<file path="config.mk">
export PLATFORM = sky130hd
export DESIGN_NAME = wo_order_filter
export DESIGN_NICKNAME = d
export VERILOG_FILES = /design/src/hw/wo_filter_pkg.sv /design/src/hw/wo_filter_cam.sv /design/src/hw/wo_issue_ctrl.sv /design/src/hw/wo_order_filter.sv /design/src/hw/wo_req_hash.sv /design/src/hw/wo_slot_alloc.sv
export SDC_FILE = /design/constraint.sdc
export NUM_CORES = 1
export LEC_CHECK = 0
export BUFFER_PORTS_ARGS = -buffer_cell sky130_fd_sc_hd__buf_2
export CORE_MARGIN = 2
export CORE_UTILIZATION = 30
export DETAILED_ROUTE_END_ITERATION = 10
export GPL_TIMING_DRIVEN = 0
export HOLD_SLACK_MARGIN = 0.1
export SLEW_MARGIN = 20
export SYNTH_ARGS = -nofsm -noshare
export SYNTH_HDL_FRONTEND = slang
export SYNTH_HIERARCHICAL = 1
export SYNTH_SLANG_ARGS = --single-unit
</file>
<file path="constraint.sdc">
create_clock -name clk -period 9.75 [get_ports clk]
set_input_delay 0.975 -clock clk [delete_from_list [all_inputs] [get_ports clk]]
set_output_delay 0.975 -clock clk [all_outputs]
set_load 0.03 [all_outputs]
</file>
<file path="src/hw/wo_filter_pkg.sv">
/*
 * Write-ordering filter shared definitions
 * Address type, cache line geometry and the default sizes of the
 * in-flight tracking structures, shared by RTL and testbench
 */

`default_nettype none

package wo_filter_pkg;

    // Byte address width of a request
    localparam int ADDR_BITS = 32;

    // Byte address of a request
    typedef logic [ADDR_BITS-1:0] addr_t;

    // Low address bits that select a byte inside one cache line
    // 64-byte lines
    localparam int LINE_OFFSET = 6;

    // Default number of in-flight slots
    // Power of two, 2 to 64
    localparam int DEF_N_SLOTS = 16;

    // Default width of the folded line hash
    // 4 to 16 bits
    localparam int DEF_HASH_BITS = 8;

endpackage

`default_nettype wire

</file>
<file path="src/hw/wo_filter_cam.sv">
/*
 * In-flight hash filter
 * One hash and a valid bit per tracking slot. A test value is compared
 * against every valid entry in one combinational step. Entries are
 * written by slot index on issue and invalidated by slot on completion
 */

`default_nettype none

module wo_filter_cam #(
    parameter int N_SLOTS   = 16,
    parameter int HASH_BITS = 8
) (
    input  wire logic                        clk,
    input  wire logic                        resetb,

    // Presence test
    input  wire logic [HASH_BITS-1:0]        test_value,
    input  wire logic                        test_en,
    output logic                             hit,

    // Insert at a slot chosen outside
    input  wire logic                        insert_en,
    input  wire logic [$clog2(N_SLOTS)-1:0]  insert_idx,
    input  wire logic [HASH_BITS-1:0]        insert_value,

    // Invalidate a slot
    input  wire logic                        remove_en,
    input  wire logic [$clog2(N_SLOTS)-1:0]  remove_idx
);

    typedef logic [HASH_BITS-1:0] hash_t;

    // Entry storage
    hash_t              values [N_SLOTS];
    logic [N_SLOTS-1:0] valid;

    // Per-slot compare result
    logic [N_SLOTS-1:0] test_match;

    always_comb
    begin
        for (int s = 0; s < N_SLOTS; s++)
        begin
            test_match[s] = (values[s] == test_value);
        end
    end

    // A stale value in an invalid slot never counts
    assign hit = test_en && |(valid & test_match);

    // Valid bits
    // A remove on the same slot as an insert would win, but the slot
    // tracker never offers a slot that is still busy
    always_ff @(posedge clk)
    begin
        if (!resetb)
        begin
            valid <= '0;
        end
        else
        begin
            if (insert_en)
            begin
                valid[insert_idx] <= 1'b1;
            end
            if (remove_en)
            begin
                valid[remove_idx] <= 1'b0;
            end
        end
    end

    // Hash values
    always_ff @(posedge clk)
    begin
        if (insert_en)
        begin
            values[insert_idx] <= insert_value;
        end
    end

    // Slot tracker and filter agree on which slots are in flight
    a_insert_free_slot: assert property (@(posedge clk) disable iff (!resetb)
        insert_en |-> !valid[insert_idx])
        else $error("insert into a valid slot %0d", insert_idx);

endmodule

`default_nettype wire

</file>
<file path="src/hw/wo_issue_ctrl.sv">
/*
 * Issue controller
 * Issues the staged request when its hash is not in flight and a slot
 * is free, inserting the hash at that slot in the same cycle. Otherwise
 * holds the request, raises the stall and retries every cycle
 */

`default_nettype none

module wo_issue_ctrl #(
    parameter int N_SLOTS = 16
) (
    input  wire logic                        clk,
    input  wire logic                        resetb,
    input  wire logic                        stg_valid,
    input  wire wo_filter_pkg::addr_t        stg_addr,
    input  wire logic                        hit,
    input  wire logic                        free_valid,
    input  wire logic [$clog2(N_SLOTS)-1:0]  free_idx,
    output logic                             stg_take,
    output logic                             ins_en,
    output logic [$clog2(N_SLOTS)-1:0]       ins_idx,
    output logic                             issue_en,
    output wo_filter_pkg::addr_t             issue_addr,
    output logic [$clog2(N_SLOTS)-1:0]       issue_tag,
    output logic                             req_stall
);

    typedef enum logic [0:0] {
        st_idle,
        st_hold
    } state_t;

    state_t state;
    state_t state_nxt;
    logic   go;

    // Hash absent and a slot to put it in
    assign go = stg_valid && !hit && free_valid;

    // Filter insert and slot allocate land on the issuing edge
    assign ins_en   = go;
    assign ins_idx  = free_idx;
    assign stg_take = go;

    // Blocked request parks in hold until it goes
    always_comb
    begin
        state_nxt = state;
        case (state)
            st_idle:
                if (stg_valid && !go)
                    state_nxt = st_hold;
            st_hold:
                if (go)
                    state_nxt = st_idle;
            default:
                state_nxt = st_idle;
        endcase
    end

    always_ff @(posedge clk)
    begin
        if (!resetb)
        begin
            state    <= st_idle;
            issue_en <= 1'b0;
        end
        else
        begin
            state    <= state_nxt;
            issue_en <= go;
        end
    end

    // Issue payload is only meaningful while issue_en is high
    always_ff @(posedge clk)
    begin
        if (go)
        begin
            issue_addr <= stg_addr;
            issue_tag  <= free_idx;
        end
    end

    // Stall level is the registered hold state
    assign req_stall = (state == st_hold);

    a_issue_not_stalled: assert property (@(posedge clk) disable iff (!resetb)
        !(issue_en && req_stall))
        else $error("issue_en together with req_stall");

endmodule

`default_nettype wire

</file>
<file path="src/hw/wo_order_filter.sv">
/*
 * Write-ordering filter top
 * Keeps two writes to the same cache line hash from being in flight
 * together. Capture stage, in-flight filter, slot tracker and issue
 * controller; completions free the filter entry and the slot
 */

`default_nettype none

module wo_order_filter #(
    parameter int N_SLOTS   = wo_filter_pkg::DEF_N_SLOTS,
    parameter int HASH_BITS = wo_filter_pkg::DEF_HASH_BITS
) (
    input  wire logic                        clk,
    input  wire logic                        resetb,

    // Request side
    input  wire logic                        req_en,
    input  wire wo_filter_pkg::addr_t        req_addr,
    output logic                             req_stall,

    // Issue side
    output logic                             issue_en,
    output wo_filter_pkg::addr_t             issue_addr,
    output logic [$clog2(N_SLOTS)-1:0]       issue_tag,

    // Completion by tag
    input  wire logic                        cpl_en,
    input  wire logic [$clog2(N_SLOTS)-1:0]  cpl_tag
);

    localparam int TAG_BITS = $clog2(N_SLOTS);

    // Stage to controller and filter
    logic                  stg_valid;
    wo_filter_pkg::addr_t  stg_addr;
    logic [HASH_BITS-1:0]  stg_hash;
    logic                  stg_take;

    // Filter and slot state
    logic                  hit;
    logic                  free_valid;
    logic [TAG_BITS-1:0]   free_idx;

    // Insert on issue
    logic                  ins_en;
    logic [TAG_BITS-1:0]   ins_idx;

    wo_req_hash #(
        .HASH_BITS (HASH_BITS)
    ) i_wo_req_hash (
        .clk       (clk),
        .resetb    (resetb),
        .req_en    (req_en),
        .req_addr  (req_addr),
        .req_stall (req_stall),
        .stg_take  (stg_take),
        .stg_valid (stg_valid),
        .stg_addr  (stg_addr),
        .stg_hash  (stg_hash)
    );

    wo_filter_cam #(
        .N_SLOTS   (N_SLOTS),
        .HASH_BITS (HASH_BITS)
    ) i_wo_filter_cam (
        .clk          (clk),
        .resetb       (resetb),
        .test_value   (stg_hash),
        .test_en      (stg_valid),
        .hit          (hit),
        .insert_en    (ins_en),
        .insert_idx   (ins_idx),
        .insert_value (stg_hash),
        .remove_en    (cpl_en),
        .remove_idx   (cpl_tag)
    );

    wo_slot_alloc #(
        .N_SLOTS (N_SLOTS)
    ) i_wo_slot_alloc (
        .clk         (clk),
        .resetb      (resetb),
        .alloc_en    (ins_en),
        .alloc_idx   (ins_idx),
        .release_en  (cpl_en),
        .release_idx (cpl_tag),
        .free_valid  (free_valid),
        .free_idx    (free_idx)
    );

    wo_issue_ctrl #(
        .N_SLOTS (N_SLOTS)
    ) i_wo_issue_ctrl (
        .clk        (clk),
        .resetb     (resetb),
        .stg_valid  (stg_valid),
        .stg_addr   (stg_addr),
        .hit        (hit),
        .free_valid (free_valid),
        .free_idx   (free_idx),
        .stg_take   (stg_take),
        .ins_en     (ins_en),
        .ins_idx    (ins_idx),
        .issue_en   (issue_en),
        .issue_addr (issue_addr),
        .issue_tag  (issue_tag),
        .req_stall  (req_stall)
    );

endmodule

`default_nettype wire

</file>
<file path="src/hw/wo_req_hash.sv">
/*
 * Request capture stage
 * Registers one accepted write request and folds its line address into
 * a short hash, then holds both until the issue controller takes them
 */

`default_nettype none

module wo_req_hash #(
    parameter int HASH_BITS = 8
) (
    input  wire logic                  clk,
    input  wire logic                  resetb,
    input  wire logic                  req_en,
    input  wire wo_filter_pkg::addr_t  req_addr,
    input  wire logic                  req_stall,
    input  wire logic                  stg_take,
    output logic                       stg_valid,
    output wo_filter_pkg::addr_t       stg_addr,
    output logic [HASH_BITS-1:0]       stg_hash
);

    // Line address width once the byte offset is dropped
    localparam int LINE_BITS = wo_filter_pkg::ADDR_BITS - wo_filter_pkg::LINE_OFFSET;
    // Chunks of the line address, the top one zero padded
    localparam int N_CHUNKS = (LINE_BITS + HASH_BITS - 1) / HASH_BITS;

    logic [LINE_BITS-1:0] line_addr;
    logic [HASH_BITS-1:0] fold;
    logic                 load;

    assign line_addr = LINE_BITS'(req_addr >> wo_filter_pkg::LINE_OFFSET);

    // XOR of all chunks, taken from bit 0 upward
    always_comb
    begin
        fold = '0;
        for (int i = 0; i < N_CHUNKS; i++)
        begin
            fold = fold ^ HASH_BITS'(line_addr >> (i * HASH_BITS));
        end
    end

    // Stage accepts only when empty or being drained this cycle
    assign load = req_en && (!stg_valid || stg_take);

    always_ff @(posedge clk)
    begin
        if (!resetb)
            stg_valid <= 1'b0;
        else if (load)
            stg_valid <= 1'b1;
        else if (stg_take)
            stg_valid <= 1'b0;
    end

    // Payload follows the valid bit
    always_ff @(posedge clk)
    begin
        if (load)
        begin
            stg_addr <= req_addr;
            stg_hash <= fold;
        end
    end

    // Driver honours the stall and never overruns a held stage
    a_req_while_held: assert property (@(posedge clk) disable iff (!resetb)
        req_en |-> !req_stall && (!stg_valid || stg_take))
        else $error("req_en while stage is held");

endmodule

`default_nettype wire

</file>
<file path="src/hw/wo_slot_alloc.sv">
/*
 * Free-slot tracker
 * Busy bit per tracking slot. Offers the lowest free slot every cycle,
 * marks it busy on allocate and frees a slot on completion
 */

`default_nettype none

module wo_slot_alloc #(
    parameter int N_SLOTS = 16
) (
    input  wire logic                        clk,
    input  wire logic                        resetb,
    input  wire logic                        alloc_en,
    input  wire logic [$clog2(N_SLOTS)-1:0]  alloc_idx,
    input  wire logic                        release_en,
    input  wire logic [$clog2(N_SLOTS)-1:0]  release_idx,
    output logic                             free_valid,
    output logic [$clog2(N_SLOTS)-1:0]       free_idx
);

    localparam int TAG_BITS = $clog2(N_SLOTS);

    logic [N_SLOTS-1:0] busy;

    // Priority encoder, lowest free index wins
    // Walk down so the last hit is the lowest slot
    always_comb
    begin
        free_valid = 1'b0;
        free_idx   = '0;
        for (int i = N_SLOTS - 1; i >= 0; i--)
        begin
            if (!busy[i])
            begin
                free_valid = 1'b1;
                free_idx   = TAG_BITS'(i);
            end
        end
    end

    // Busy vector
    always_ff @(posedge clk)
    begin
        if (!resetb)
        begin
            busy <= '0;
        end
        else
        begin
            if (alloc_en)
            begin
                busy[alloc_idx] <= 1'b1;
            end
            // Released slot is offered again from the next cycle on
            if (release_en)
            begin
                busy[release_idx] <= 1'b0;
            end
        end
    end

    // Completions only name tags that are out
    a_release_busy: assert property (@(posedge clk) disable iff (!resetb)
        release_en |-> busy[release_idx])
        else $error("release of idle slot %0d", release_idx);

endmodule

`default_nettype wire

</file>
Word level (Yosys, flattened, before mapping):

Memories as Yosys holds them, arrays and structs flattened.
Index checks and enable logic that the tools add are counted.

* $lt $le $gt $ge: 4
* equality and inequality tests: 16
* reductions and logical operators: 13
* muxes and demuxes: 49
* bitwise logic cells: 10

Operators by type and width (count)
* $eq 8x8->1: 16
* $mux 16: 6
* $mux 4: 16
* $and 16x16->16: 3
* $or 16x16->16: 2
* $mux 1: 24
* $not 16->16: 1
* $reduce_or 16->1: 1
* $xor 8x8->8: 2
* $lt 4x5->1 const B: 2
* $demux 1 s4: 2
* $ge 4x1->1 const B: 2
* $xor 8x2->8: 1
* $logic_and 1x1->1: 7
* $logic_not 1->1: 3
* $pmux 1 s2: 1
* $reduce_bool 2->1: 1
* $logic_or 1x1->1: 1
* $not 1->1: 1

* output and inout bits: 38
* bits in registers: 111
* memories: 1
* RAM bits: 128
* input bits: 40
* logic and storage cells: 102

Memory list
* i_wo_filter_cam.values: depth 16, width 8, rd ports 16, clocked after memory_dff 0, wr ports 1, line wo_filter_cam.sv:35 `hash_t values [N_SLOTS];`

Logic depth before layout (Yosys ltp):

Gate-level depths: netlist of run 1.

* depth in word-level cells: 25
* mapped depth: 13
* mapped depth without buffers: 11

Modules after synthesis:

Netlist of run 1, hierarchy kept.

By module, submodules not included
* wo_filter_cam: instances 1, area an instance 6203.4 um^2, cells an instance 390
* wo_req_hash: instances 1, area an instance 1398.8 um^2, cells an instance 62
* wo_issue_ctrl: instances 1, area an instance 1183.6 um^2, cells an instance 47
* wo_slot_alloc: instances 1, area an instance 820.8 um^2, cells an instance 113

Worst setup path before layout of run 1:

OpenSTA, ideal clock, no wires.

* path type: register to register
* start: register i_wo_req_hash.stg_hash[5]
* end: register i_wo_req_hash.stg_addr[0], enable pin
* period minus slack after synthesis: 4843 ps
* slack: 4907 ps
* path buffers: 3
* data required time: 9308 ps
* stages on the path, launching flop included: 13
* arrival time: 4402 ps
* cells stage by stage: edfxtp_1 > buf_4 > buf_12 > xor2_1 > nor3_1 > nand4_1 > nand4_1 > nor4_1 > a41oi_1 > and3b_2 > buf_4 > nor2b_1 > nor2b_1

* word-level cells in the longest chain between the ends: 9
* elaborated cells on any way between the ends: 24
* classes of those cells: 16 x eq/ne; 1 x bitwise; 7 x reduce/logical

RTL lines
* start: declaration: line wo_req_hash.sv:20 `output logic [HASH_BITS-1:0] stg_hash`
* start signal: assignment: line wo_req_hash.sv:63 `stg_hash <= fold;`
* $eq 8x8->1: line wo_filter_cam.sv:45 `test_match[s] = (values[s] == test_value);`
* $and 16x16->16 *: line wo_filter_cam.sv:50 `assign hit = test_en && |(valid & test_match);`
* $reduce_or 16->1 *: line wo_filter_cam.sv:50
* $logic_and 1x1->1 *: line wo_filter_cam.sv:50
* net hit: line wo_order_filter.sv:41 `logic hit;`
* $logic_not 1->1 *: line wo_issue_ctrl.sv:39 `assign go = stg_valid && !hit && free_valid;`
* $logic_and 1x1->1 * (2 in series): line wo_issue_ctrl.sv:39
* net ins_en: line wo_order_filter.sv:46 `logic ins_en;`
* $logic_or 1x1->1 *: line wo_req_hash.sv:45 `assign load = req_en && (!stg_valid || stg_take);`
* $logic_and 1x1->1 *: line wo_req_hash.sv:45
* net i_wo_req_hash.load: line wo_req_hash.sv:30 `logic load;`
* end signal: assignment: line wo_req_hash.sv:62 `stg_addr <= req_addr;`
* end: declaration: line wo_req_hash.sv:19 `output wo_filter_pkg::addr_t stg_addr,`

Mark *: on every way through the listed nets, which the timed path passes. The rest lies on a longest branch.
A chain may end at the register's enable or synchronous reset.

Worst setup path after layout of run 1:

* start: register i_wo_req_hash.stg_hash[5]
* end: memory i_wo_filter_cam/values[4][3] (netlist name), enable pin

* word-level cells in the longest chain between the ends: 9
* elaborated cells on any way between the ends: 24
* classes of those cells: 16 x eq/ne; 2 x mux; 1 x bitwise; 5 x reduce/logical

RTL lines
* $eq 8x8->1: line wo_filter_cam.sv:45
* $and 16x16->16 *: line wo_filter_cam.sv:50
* $reduce_or 16->1 *: line wo_filter_cam.sv:50
* $logic_and 1x1->1 *: line wo_filter_cam.sv:50
* net hit: line wo_order_filter.sv:41
* $logic_not 1->1 *: line wo_issue_ctrl.sv:39
* $logic_and 1x1->1 * (2 in series): line wo_issue_ctrl.sv:39
* net ins_en: line wo_order_filter.sv:46
* $mux 1 *: line wo_filter_cam.sv:77 `if (insert_en)`
* $mux 1 (implied by the code) *: line wo_filter_cam.sv:79 `values[insert_idx] <= insert_value;`
* end: declaration: line wo_filter_cam.sv:35

Marked as above.

==> summary.txt, run 1 <==
Setup path
  – CP endpoint: i_wo_filter_cam/values[4][3]
  – WS Path Type: flip-flop to flip-flop
  – FF-to-FF setup slack: ~4600 ps
  – CP Data Arrival Time: between 5000 and 6000 ps
  – Worst endpoint required time: between 9000 and 10,000 ps
  – Startpoint types: flip-flop
  – Most used cell, CP: nand4_1
  – CP endpoint kind: flip-flop
  – Slowest CP cell: and3b_2
  – Crit-path max cell delay: 970 ps
  – Crit path from: i_wo_req_hash/stg_hash[5]
  – Worst Path Max Fanout: 47
  – Worst r2r dst: i_wo_filter_cam/values[4][3]
  – R2R cell count: 11
  – R2r startpoint: i_wo_req_hash/stg_hash[5]
  – CP cell instances: buf_4, buf_12, xor2_1, nor3_1, nand4_1, nand4_1, nor4_1, a41oi_1, and3b_2, or3b_2, nor2_1

CTS
  – Clock Tree Root: clkbuf_16
  – Total clock sinks: approximately 240
  – Post-CTS setup buffers: 0
  – Clk slew on worst S/H paths: 60 ps
  – Hold Buf Count CTS: 0
  – CTS tree: built
  – PostCTS Resize Cnt: 0
  – H-tree depth: 1
  – Number of CTS-inserted buffers: 24
  – Clk buf depth: 3
  – Clk_lat worst skew: 520 ps

Route
  – Initial drt markers: ~210
  – Vias per inst: 4.66
  – Initial DRT Pass Iterations: 4
  – Routed vias: approximately 5.3k
  – Drt total wl: roughly 20,000 µm
  – Antenna-violating nets left: 0
  – Routed len/inst: 18.0 µm
  – Drt drc: 0

STA
  – Period utilization: 0.528
  – Max_slew headroom: 0.285
  – Setup_tns: 0 ps
  – RSZ-0062 raised after global routing: no
  – F_max: 0.194 GHz
  – Fin. Hold Viols: 0
  – Final setup violation count: 0
  – Worst setup margin: approximately 4600 ps
  – Final period demand of the worst path: between 5000 and 6000 ps
  – Fin Hold WS: slightly above 400 ps
  – Clock skew: about 11 ps
  – Least-Margin Pin Slew: ~1100 ps
  – Final Slew Violations: 0

Placed design
  – HPWL after detailed placement: approximately 13,000 µm
  – Global placer's final weighted congestion: roughly 0.86
  – Number of I/O port buffers: 77
  – Dpl cells: between 1k and 1.5k
  – DP Area: between 0.01 and 0.015 mm²
  – Dpl ws: 4130 ps

Floorplan
  – Die area: roughly 0.033 mm²
  – Die height: 183 µm
  – Initial Util: 0.304
  – Num ports: 78
  – Chip Width: approximately 180 µm
  – Total core area: 0.0316 mm²
  – Row count: 65

Synthesis
  – Net count after synthesis: 652
  – Cell accounting for the most synthesized area: edfxtp_1
  – Synth top area share: 0.638
  – Synth Area per Inst: about 16 µm²
  – Post-synth EDFFs: between 200 and 250
  – Post-Syn Area: about 0.0096 mm²
  – YS warnings: 6
  – Dominant synthesized flop cell: edfxtp_1
  – Register bit total from synthesis: around 240
  – Post-synthesis cell count: around 600
  – Synth top area cells: edfxtp_1 (64%), xor2_1 (9.6%), dfxtp_1 (7.3%)
  – Netlist cell types: 45
  – Share of synthesized registers carrying an async set or reset: 0
  – Sequential share of the synthesized area: 0.711

GRT
  – Largest net degree at the start of global routing: 48
  – Grt total ovfl: 0
  – First-pass GRT wire length: approximately 32,000 µm
  – GRT Util Overall: 0.123
  – Vias in the first global route: 5,366
  – Initial antenna violation count: 0

Layout
  – Fin area: between 0.01 and 0.015 mm²
  – Layout cell share with drive strength beyond 1: 0.229
  – P&R area growth vs syn: 17.4%
  – Most frequent cells in the layout: edfxtp_1 (204), xor2_1 (105), buf_2 (79), xnor2_1 (40), dfxtp_1 (35)
  – Fill count: about 3k
  – Final Instance Count excl. Fillers: roughly 1.1k
  – Commonest non-fill, non-tap cell in the layout: edfxtp_1
  – Final core occ: 0.357
  – Antenna diodes: 0
  – Nets: about 760

Pwr
  – IR drop worst, VDD: between 100 and 150 µV
  – LEAKAGE: 3.83 nW
  – Total power: ~2.2 mW
  – PwrDens: 198 mW/mm²

Outcome
  – Status: completed

Hold path
  – Worst hold path class: flip-flop to flip-flop

Flow run
  – Number of max-cap violations: 0
-- power by group --
group / switching, mW / internal (mW) / total [mW]
sequential: 0.0324 / 1.15 / 1.18
clock: 0.367 / 0.497 / 0.865
combinational: 0.111 / 0.0696 / 0.181
total: 0.511 / 1.72 / 2.23
-- synth_stat cells, types with 2 or more instances --
library cell,instances
a21oi_1,14
a31oi_1,7
and2b_1,2
and4_1,2
buf_12,5
buf_2,2
buf_4,7
buf_6,5
buf_8,2
clkbuf_1,2
dfxtp_1,35
edfxtp_1,204
inv_1,5
nand2_1,10
nand2b_1,6
nand3_1,15
nand3b_1,6
nand4_1,11
nor2_1,33
nor2b_1,2
nor3_1,11
nor4_1,22
nor4_2,3
o21ai_0,17
o21ai_1,5
o221a_2,16
or3b_2,2
xnor2_1,40
xor2_1,105
-- state kept, by name, summed over array words and instances, names as in the netlist --
| name | flops |
|---|---|
| i_wo_filter_cam/valid | 16 |
| i_wo_filter_cam/values | 128 |
| i_wo_issue_ctrl/issue_addr | 32 |
| i_wo_issue_ctrl/issue_en | 1 |
| i_wo_issue_ctrl/issue_tag | 4 |
| i_wo_issue_ctrl/req_stall | 1 |
| i_wo_req_hash/stg_addr | 32 |
| i_wo_req_hash/stg_hash | 8 |
| i_wo_req_hash/stg_valid | 1 |
| i_wo_slot_alloc/busy | 16 |
-- worst max-delay path: cells and delay by family, from the launching register on --
kind,cells,cell delay [ps]
flops,1,910
simple gates,7,3020
compound gates,1,160
xor+xnor,1,150
buf+inv,2,510
-- worst min-delay path by stage --
stage / from / to / slack [ps] / cells after the start
after CTS: i_wo_req_hash/stg_addr[7] / i_wo_issue_ctrl/issue_addr[7] / 410 / 0
after floorplan: i_wo_req_hash/stg_addr[0] / i_wo_issue_ctrl/issue_addr[0] / 400 / 0
after global placement: i_wo_req_hash/stg_addr[17] / i_wo_issue_ctrl/issue_addr[17] / 400 / 0
after global routing: i_wo_req_hash/stg_addr[7] / i_wo_issue_ctrl/issue_addr[7] / 420 / 0
after detailed placement: i_wo_req_hash/stg_addr[28] / i_wo_issue_ctrl/issue_addr[28] / 400 / 0
final: i_wo_req_hash/stg_addr[7] / i_wo_issue_ctrl/issue_addr[7] / 410 / 0
-- cells by family after synthesis --
family	share of synthesized area
xor+xnor	0.134
compound gates	0.0464
flops	0.711
simple gates	0.0801
buf+inv	0.0290
-- metal layers --
| metal | vias to the layer above | track usage | routed length (µm) |
|---|---|---|---|
| met3 | 35 | 0.0228 | 1040 |
| li1 | 2484 | - | - |
| met1 | 2610 | 0.160 | 8940 |
| met2 | 143 | 0.211 | 9940 |
| met4 | 0 | 0.0365 | 425 |
| met5 | - | 0 | 0 |
-- final cells by class --
| type | count | area, µm² | area share |
|---|---|---|---|
| Sequential cell | 239 | 6830 | 0.605 |
| Multi-Input combinational cell | 344 | 2530 | 0.224 |
| Clock buffer | 27 | 643 | 0.0570 |
| Buffer | 24 | 260 | 0.0231 |
| Clock inverter | 13 | 92.6 | 0.00821 |
| Inverter | 5 | 18.8 | 0.00166 |
| Timing Repair Buffer | 78 | 405 | 0.0359 |
| Tap cell | 402 | 503 | 0.0446 |
Note: power is estimated with default switching activity, not from simulation.
==> run 2: changes to the inputs <==
--- a/config.mk
+++ b/config.mk
@@ -5,6 +5,7 @@
 export SDC_FILE = /design/constraint.sdc
 export NUM_CORES = 1
 export LEC_CHECK = 0
+export ABC_AREA = 1
 export BUFFER_PORTS_ARGS = -buffer_cell sky130_fd_sc_hd__buf_2
 export CORE_MARGIN = 2
 export CORE_UTILIZATION = 30
==> constraint.sdc (replaced) <==
create_clock -name clk -period 4.3 [get_ports clk]
set_input_delay 0.43 -clock clk [delete_from_list [all_inputs] [get_ports clk]]
set_output_delay 0.43 -clock clk [all_outputs]
set_load 0.03 [all_outputs]
==> summary.txt, run 2 <==
Outcome
  – Status: completed (unchanged)

STA
  – Final period demand of the worst path: 4090 ps (was 5150 ps)
  – Fin Hold WS: 122 ps (was 411 ps)
  – Setup_tns: 0 ps (unchanged)
  – F_max: 0.245 GHz (was 0.194 GHz)
  – Least-Margin Pin Slew: 580 ps (was 1070 ps)
  – Final setup violation count: 0 (unchanged)
  – Final Slew Violations: 0 (unchanged)
  – RSZ-0062 raised after global routing: yes (was no)
  – Max_slew headroom: 0.613 (was 0.285)
  – Clock skew: 23.1 ps (was 10.9 ps)
  – Fin. Hold Viols: 0 (unchanged)
  – Period utilization: 0.951 (was 0.528)

Setup path
  – CP endpoint kind: flip-flop (unchanged)
  – Worst endpoint required time: 4470 ps (was 9900 ps)
  – Startpoint types: flip-flop (unchanged)
  – Worst Path Max Fanout: 26 (was 47)
  – WS Path Type: flip-flop to flip-flop (unchanged)
  – CP Data Arrival Time: 4250 ps (was 5290 ps)

Pwr
  – Clock share of power: 0.423 (was 0.388)
  – Switching Share: 0.220 (was 0.229)
  – Comb pwr share: 0.083 (was 0.081)
  – PwrDens: 421 mW/mm² (was 198 mW/mm²)
  – LEAKAGE: 5.08 nW (was 3.83 nW)
  – Register share of total power: 0.494 (was 0.531)
  – Net Switching: 1.17 mW (was 0.511 mW)
  – Internal power: 4.13 mW (was 1.72 mW)
  – IR drop worst, VDD: 331 µV (was 143 µV)

Synthesis
  – Cell with the most instances after synthesis: nand2_1 (was edfxtp_1)
  – Synth top area cells: edfxtp_1 (60%), nand2_1 (8.8%), dfxtp_1 (6.8%) (was edfxtp_1 (64%), xor2_1 (9.6%), dfxtp_1 (7.3%))
  – Post-synth EDFFs: 204 (unchanged)
  – Cell accounting for the most synthesized area: edfxtp_1 (unchanged)
  – Synth Area per Inst: 10.8 µm² (was 15.7 µm²)
  – Post-Syn Area: 0.0103 mm² (was 0.00961 mm²)
  – Synth top area share: 0.596 (was 0.638)
  – Net count after synthesis: 996 (was 652)
  – Post-synthesis cell count: 956 (was 612)
  – Dominant synthesized flop cell: edfxtp_1 (unchanged)
  – Synth top cells by count: nand2_1 (242), edfxtp_1 (204), inv_1 (129) (was edfxtp_1 (204), xor2_1 (105), xnor2_1 (40))
  – YS warnings: 6 (unchanged)
  – Share of synthesized registers carrying an async set or reset: 0 (unchanged)
  – Register bit total from synthesis: 239 (unchanged)
  – Netlist cell types: 34 (was 45)
  – Sequential share of the synthesized area: 0.664 (was 0.711)

CTS
  – Total clock sinks: 239 (unchanged)
  – Clock Tree Root: clkbuf_16 (unchanged)
  – CTS tree: built (unchanged)
  – Clk slew on worst S/H paths: 60 ps (about the same)
  – Clk_lat worst skew: 530 ps (was 520 ps)
  – H-tree depth: 1 (unchanged)
  – Clk buf depth: 3 (unchanged)
  – Number of CTS-inserted buffers: 25 (was 24)

Route
  – Vias per inst: 4.47 (was 4.66)
  – Drt total wl: 22,900 µm (was 20,400 µm)
  – Antenna-violating nets left: 0 (unchanged)
  – Routed len/inst: 14.6 µm (was 18.0 µm)
  – Initial DRT Pass Iterations: 5 (was 4)
  – Routed vias: 6,997 (was 5,272)
  – Initial drt markers: 373 (was 213)
  – Drt drc: 0 (unchanged)

Floorplan
  – Total core area: 0.0336 mm² (was 0.0316 mm²)
  – Chip Width: 189 µm (was 183 µm)
  – Die area: 0.0358 mm² (was 0.0335 mm²)
  – Initial Util: 0.306 (was 0.304)
  – Die height: 189 µm (was 183 µm)
  – Row count: 67 (was 65)
  – Num ports: 78 (unchanged)

Placed design
  – Dpl cells: 1,484 (was 1,092)
  – Number of I/O port buffers: 77 (unchanged)
  – HPWL after detailed placement: 15,900 µm (was 13,000 µm)
  – DP Area: 0.0113 mm² (was 0.0105 mm²)
  – Global placer's final weighted congestion: 0.895 (was 0.863)

GRT
  – First-pass GRT wire length: 35,300 µm (was 31,600 µm)
  – Met1 usage: 0.155 (was 0.160)
  – Largest net degree at the start of global routing: 27 (was 48)
  – Initial antenna violation count: 0 (unchanged)
  – GRT Util Overall: 0.126 (was 0.123)
  – Vias in the first global route: 6,687 (was 5,366)
  – Most Crowded Layer GR: met2 (unchanged)
  – Routing usage on met2: 0.225 (was 0.211)
  – Met3 usage: 0.0202 (was 0.0228)
  – Grt total ovfl: 0 (unchanged)

Layout
  – Fin area: 0.0126 mm² (was 0.0113 mm²)
  – Nets: 1,137 (was 756)
  – Top reg by flops: i_wo_filter_cam/values (unchanged)
  – Final core occ: 0.374 (was 0.357)
  – Commonest non-fill, non-tap cell in the layout: nand2_1 (was edfxtp_1)
  – Final Instance Count excl. Fillers: 1,564 (was 1,132)
  – Largest regs: i_wo_filter_cam/values: 128 flops, i_wo_issue_ctrl/issue_addr: 32 flops, i_wo_req_hash/stg_addr: 32 flops (unchanged)
  – Most frequent cells in the layout: nand2_1 (242), edfxtp_1 (204), inv_1 (129), buf_2 (84), nor2_1 (83) (was edfxtp_1 (204), xor2_1 (105), buf_2 (79), xnor2_1 (40), dfxtp_1 (35))
  – P&R area growth vs syn: 22.5% (was 17.4%)
  – Max reg flops: 128 (unchanged)
  – Layout cell share with drive strength beyond 1: 0.185 (was 0.229)
  – Antenna diodes: 0 (unchanged)

Hold path
  – Worst hold path class: input pin to flip-flop (was flip-flop to flip-flop)

Flow run
  – Number of max-cap violations: 0 (unchanged)
-- run 2: changes by cell type after synthesis, moves of 6 or more --
cell | previous run | this run
nand3b_1 | 6 | 0
a21boi_0 | 0 | 9
nand2_1 | 10 | 242
o22ai_1 | 0 | 8
nor4_1 | 22 | 1
a21oi_1 | 14 | 8
nor2_1 | 33 | 99
xor2_1 | 105 | 35
nand2b_1 | 6 | 0
xnor2_1 | 40 | 11
inv_1 | 5 | 129
nand3_1 | 15 | 48
-- run 2: area by class of cell --
| type | instances | area, µm² |
|---|---|---|
| clock inverter | 9 | 159 |
| buffer | 27 | 196 |
| sequential | 239 | 6830 |
| inverter | 134 | 503 |
| clock buffer | 37 | 711 |
| tap | 448 | 561 |
| fill | 3196 | 21000 |
| multi-input combinational | 557 | 2860 |
| timing repair buffer | 113 | 771 |
-- run 2: path summary, 6_finish.rpt --
kind              cells after the start                  startpoint  slack, ps                              to
setup / recovery                     18   i_wo_req_hash/stg_hash[1]        210    i_wo_filter_cam/values[3][1]
hold / removal                        1                req_addr[27]        120      i_wo_req_hash/stg_addr[27]
setup reg to reg                     18   i_wo_req_hash/stg_hash[1]        210    i_wo_filter_cam/values[3][1]
hold reg to reg                       0  i_wo_req_hash/stg_addr[25]        410  i_wo_issue_ctrl/issue_addr[25]
-- run 2: power groups by stage --
stage	clock network (mW)	registers, mW	logic [mW]
floorplan	0	2.71	0.206
global placement	0	2.70	0.356
detailed placement	0	2.70	0.375
CTS	2.30	2.63	0.421
global route	2.39	2.62	0.482
finish	2.24	2.62	0.437
-- run 2: worst max-delay path: stages, from the launching register on --
cell and delay [ps]:
edfxtp_1 480, buf_4 230, inv_2 130, buf_2 240
nand2_1 80, nand4_1 80, nor2_1 60, nand3_1 80
nand2_1 100, nor2_1 100, nand2_1 90, nor2_1 270
nor2_1 180, nor2_4 390, buf_12 250, inv_1 100
nor3_1 200, inv_1 160, nor2_2 480
-- run 2: logic make-up after synthesis --
| kind of cell | synth area share |
|---|---|
| and+or+nand+nor | 0.171 |
| DFF | 0.664 |
| buffers and inverters | 0.0681 |
| AOI/OAI and AO/OA | 0.0577 |
| xor gates and xnor gates | 0.0392 |
-- run 2: per-stage QoR --
stage | setup WS, ps | power (mW)
after global placement | -1940 | 3.05
after global routing | -110 | 5.50
after detailed placement | -616 | 3.07
after floorplan | 189 | 2.92
final | 212 | 5.30
after CTS | 4.74 | 5.35
-- run 2: timing repair --
item                                   in CTS  in global routing
gates cloned                                1                  0
hold buffers                               20                  0
endpoints found under the hold margin      20                  0
setup endpoints to repair                 144                144
pin swaps                                   1                  0
setup buffers                               6                  7
gates resized for setup                    17                  8
-- run 2: routing by layer --
layer / share of wire / wire [µm]
met1: 0.42 / 9610
met2: 0.50 / 11500
met3: 0.054 / 1240
met4: 0.023 / 527
met5: 0 / 0
